$ cat src/common/lm_axi_pkg.sv
/*
 * Accelerator-side definitions for the local memory bridge.
 * Covers the line geometry, the credit limits and the request and
 * response words that cross the accelerator port.
 */
package lm_axi_pkg;

    // ====================
    // Line geometry
    // ====================
    localparam int LM_ADDR_W    = 26;
    localparam int LM_DATA_W    = 64;
    localparam int LM_BE_W      = LM_DATA_W / 8;
    localparam int LM_ID_W      = 4;
    localparam int LM_LEN_W     = 4;
    localparam int LM_MAX_LINES = 1 << LM_LEN_W;

    // Line count of one request, 1 to LM_MAX_LINES
    localparam int LM_CNT_W = LM_LEN_W + 1;

    // ====================
    // Credit limits
    // ====================
    // Outstanding line limits, which also size the internal FIFOs
    localparam int LM_RD_CREDITS = 32;
    localparam int LM_WR_CREDITS = 32;
    localparam int LM_RD_AW      = $clog2(LM_RD_CREDITS);
    localparam int LM_WR_AW      = $clog2(LM_WR_CREDITS);
    // Free credit counters must hold the full limit
    localparam int LM_CRED_W     = LM_RD_AW + 1;

    // Burst request, len holds the line count minus one
    typedef struct packed {
        logic                 is_write;
        logic [LM_ID_W-1:0]   id;
        logic [LM_ADDR_W-1:0] addr;
        logic [LM_LEN_W-1:0]  len;
    } lm_req_t;

    // One write line with its byte enables
    typedef struct packed {
        logic [LM_DATA_W-1:0] data;
        logic [LM_BE_W-1:0]   be;
    } lm_wdata_t;

    // One read response line
    typedef struct packed {
        logic [LM_ID_W-1:0]   id;
        logic [LM_DATA_W-1:0] data;
        logic                 last;
    } lm_rsp_t;

    // One response per write request
    typedef struct packed {
        logic [LM_ID_W-1:0] id;
    } lm_bresp_t;

endpackage

$ cat src/hw/rsp_credits/lm_rsp_credits.sv
/*
 * Response credit tracker.
 * Counts free read and write line credits and raises a ready level
 * only when a full-size request can be absorbed.
 */
`timescale 1ns/1ps

module lm_rsp_credits
    import lm_axi_pkg::*;
(
    input  logic                axi_afu_if,
    input  logic                arst_n,
    input  logic                take_valid,
    input  logic                take_write,
    input  logic [LM_CNT_W-1:0] take_lines,
    input  logic                rd_line_done,
    input  logic                wr_line_done,
    output logic                rd_ready,
    output logic                wr_ready
);

    logic [LM_CRED_W-1:0] rd_free;
    logic [LM_CRED_W-1:0] wr_free;
    logic [LM_CRED_W-1:0] rd_take;
    logic [LM_CRED_W-1:0] wr_take;

    // Lines claimed this cycle by each kind of request
    assign rd_take = (take_valid && !take_write) ? LM_CRED_W'(take_lines) : '0;
    assign wr_take = (take_valid &&  take_write) ? LM_CRED_W'(take_lines) : '0;

    always_ff @(posedge axi_afu_if or negedge arst_n)
    begin
        if (!arst_n)
        begin
            rd_free <= LM_CRED_W'(LM_RD_CREDITS);
            wr_free <= LM_CRED_W'(LM_WR_CREDITS);
        end
        else
        begin
            // A take and a return may land in the same cycle
            rd_free <= rd_free - rd_take + LM_CRED_W'(rd_line_done);
            wr_free <= wr_free - wr_take + LM_CRED_W'(wr_line_done);
        end
    end

    // Any legal request fits when a full burst worth of credits is free
    assign rd_ready = (rd_free >= LM_CRED_W'(LM_MAX_LINES));
    assign wr_ready = (wr_free >= LM_CRED_W'(LM_MAX_LINES));

endmodule

$ cat config.mk
export PLATFORM = sky130hd
export DESIGN_NAME = lm_rsp_credits
export DESIGN_NICKNAME = d
export VERILOG_FILES = /design/src/common/lm_axi_pkg.sv /design/src/hw/rsp_credits/lm_rsp_credits.sv
export SDC_FILE = /design/constraint.sdc
export NUM_CORES = 1
export LEC_CHECK = 0
export BUFFER_PORTS_ARGS = -buffer_cell sky130_fd_sc_hd__buf_2
export CAP_MARGIN = 20
export CORE_MARGIN = 2
export CORE_UTILIZATION = 28
export CTS_CLUSTER_DIAMETER = 120
export CTS_CLUSTER_SIZE = 14
export DETAILED_ROUTE_END_ITERATION = 12
export PLACE_DENSITY = 0.45
export SYNTH_ARGS = -nofsm -noshare
export SYNTH_HDL_FRONTEND = slang
export SYNTH_SLANG_ARGS = --single-unit
$ cat constraint.sdc
create_clock -name axi_afu_if -period 2.3 [get_ports axi_afu_if]
set_input_delay 0.345 -clock axi_afu_if [delete_from_list [all_inputs] [get_ports axi_afu_if]]
set_output_delay 0.345 -clock axi_afu_if [all_outputs]
set_load 0.03 [all_outputs]
==> impl_metrics.tcl <==
set metrics [dict create \
    dp_hpwl_um 1360 \
    switching_power_uw 652 \
    drv_slew 0 \
    clockBufferDepth 2 \
    clock-sinks 12 \
    combPwrFrac 0.662 \
    fill_cells 313 \
    diodes 0 \
    gp_congestion 0.754 \
    synth_area_leaders "dfrtp_1 (28%), ha_1 (28%), xnor2_1 (7.9%)" \
    reg2reg_depth 8 \
    critical_path_class "in -> reg" \
    status "complete, no violations" \
    synth_nets 112 \
    pwr-share-seq 0.236 \
    crit_fanout 3 \
    cp.required_ps 2510 \
    setup_viol 0 \
    vias 625 \
    period_minus_slack_ps 1990 \
    final_layout_size_suffix_gt1_frac 0.327 \
    synth_compound_area_frac 0.135 \
    yosys.area_share.adder 0.326 \
    startpoint_type "input pin" \
    worstPathArrival_ps 2200 \
    coreArea_sq_um 3030 \
    finalInstanceArea_sq_um 1110 \
    synth_seq_cells 12 \
    crit_start "take_write" \
    pin_count 13 \
    worstHoldPathType "in -> reg" \
    crit-reg2reg-launch "rd_free[0]" \
    rsz0062_at_grt "false" \
    overflow 0 \
    slew_headroom 0.808 \
    period_share 0.866 \
    synth_area_leader_cell "dfrtp_1" \
    power.density_nw_per_um2 1520 \
    worst_pin_slew_ps 288 \
    switching_share 0.387 \
    final.setup_skew_ps 9.32 \
    cts_setup_buffers 0 \
    wl_per_cell_um 10.7 \
    leakage_uw 0.000532 \
    synthDistinctLibCells 20 \
    ys_warn_count 0 \
    final_hold_viol_count 0 \
    netlist_area_sq_um 891 \
    antenna_found_initial 0 \
    final_nets 138 \
    vdd_drop_max_mv 0.416 \
    synth-simple-area-share 0.0758 \
    final_antenna_net_count 0 \
    r2r-end "rd_free[4]" \
    max_freq_ghz 0.502 \
    maxCapViolCount 0 \
    synthMuxAreaShare 0 \
    num_rows 20 \
    cts_buffers 3 \
    synth.yosys.seq_area_share 0.340 \
    worstSkewPairLatency_ps 280 \
    clockRootBuffer "clkbuf_4" \
    dpl_cell_area_sq_um 1070 \
    crit_end "rd_free[4]" \
    die-width_um 60.4 \
    clk_pin_slew_worst_paths_ps 80 \
    r2r_slack_ps 440 \
    final_common_cell "ha_1" \
    p_total_uw 1690 \
    synthesis.instances 79 \
    multiInputGateArea_sq_um 566 \
    start_util 0.294 \
    postLayoutCoreUtil 0.367 \
    die_h_um 60.4 \
    grt_use_total 0.106 \
    setup_tns_ps 0 \
    die_area_sq_um 3650 \
    wirelength_um 1580 \
    drcViolationCount 0 \
    synth_top_family_by_area "adder cells" \
    grt_pass1_vias 639 \
    cts_tree "yes" \
    avgSynthCellArea_sq_um 11.3 \
    final_cell_mix "ha_1 (20), buf_2 (12), dfrtp_1 (10)" \
    synth_top_area_share 0.281 \
    grt_max_degree 13 \
    grt_pass1_wl_um 2750 \
    htreeDepth 1 \
    vias_per_cell 4.22 \
    synth_xor_area_frac 0.0983 \
    first_iter_violations 7 \
    crit_path_end_kind "register" \
    dr.pass1.iters 4 \
    p_int_uw 1030 \
    power.share.clock 0.102 \
    area_growth_pct 24.9 \
    seqCellArea_sq_um 303 \
    io_buffers 12 \
]
stage by stage:
stage / worst slack, ps / hold slack, ps / cells
final: 307 / 297 / 148
after global routing: 189 / 305 / 148
after CTS: 305 / 296 / 148
after detailed placement: 4.69 / 249 / 143
after global placement: 14.5 / 249 / 143
after floorplan: 93.9 / 49.4 / 79
cell type report:
class / instances / share of cell area
multi-input cells: 61 / 0.508
flip-flops and latches: 12 / 0.272
repair buffers: 21 / 0.117
well taps: 44 / 0.0495
clock buffers: 4 / 0.0326
inverters: 6 / 0.0202
worst max-delay path: stages:
cell     delay, ps
buf_2          100
and2b_1        180
and2_1         150
ha_1           260
inv_1           40
ha_1           200
fa_1           440
a21o_2         200
a21oi_1        160
xnor2_1        130
worst min path at each step:
stage                      start    endpoint  slack, ps  cells after the start
floorplan                 arst_n  rd_free[0]         50                      0
global placement          arst_n  rd_free[4]        250                      1
detailed placement        arst_n  rd_free[4]        250                      1
CTS                 wr_line_done  wr_free[0]        300                      2
global route        wr_line_done  wr_free[0]        310                      2
finish              wr_line_done  wr_free[0]        300                      2
synthesized netlist by cell type, drive strengths merged:
cell    number
ha          20
and2         1
a21o         4
a211oi       2
o21bai       2
o21ai        2
inv          6
and3         1
dfrtp       10
nand2        4
nand3        4
a21oi        6
xnor2        8
xor2         2
fa           2
dfstp        2
or2          2
and2b        1
logic make-up (layout without fill, tap and decap cells):
logic type,count (synthesis),after routing
adder cells (fa/ha/maj),22,22
AO/OA/AOI/OAI,16,16
XOR/XNOR,10,10
AND/OR/NAND/NOR,13,13
flip-flops,12,12
buffers and inverters,6,31
power groups by stage:
| stage | logic [uW] | registers (uW) | clock network, uW |
|---|---|---|---|
| CTS | 1140 | 400 | 179 |
| detailed placement | 1130 | 406 | 0 |
| global route | 1290 | 408 | 185 |
| floorplan | 904 | 395 | 0 |
| global placement | 1120 | 400 | 0 |
| finish | 1120 | 398 | 171 |
layer usage:
layer,vias to the layer above,share of wire,global-route usage
met5,-,0,0
met2,17,0.40,0.171
met3,2,0.067,0.0426
met1,279,0.53,0.137
met4,0,0.0057,0.0190
li1,327,-,-
repair_timing:
action | in CTS | in global routing
gates resized for setup | 0 | 0
hold endpoints to repair | 10 | 0
hold buffers | 1 | 0
state kept, by name, indices dropped and copies added, names as in the netlist:
register / flops
rd_free: 6
wr_free: 6
Note: power is estimated with default switching activity, not from simulation.
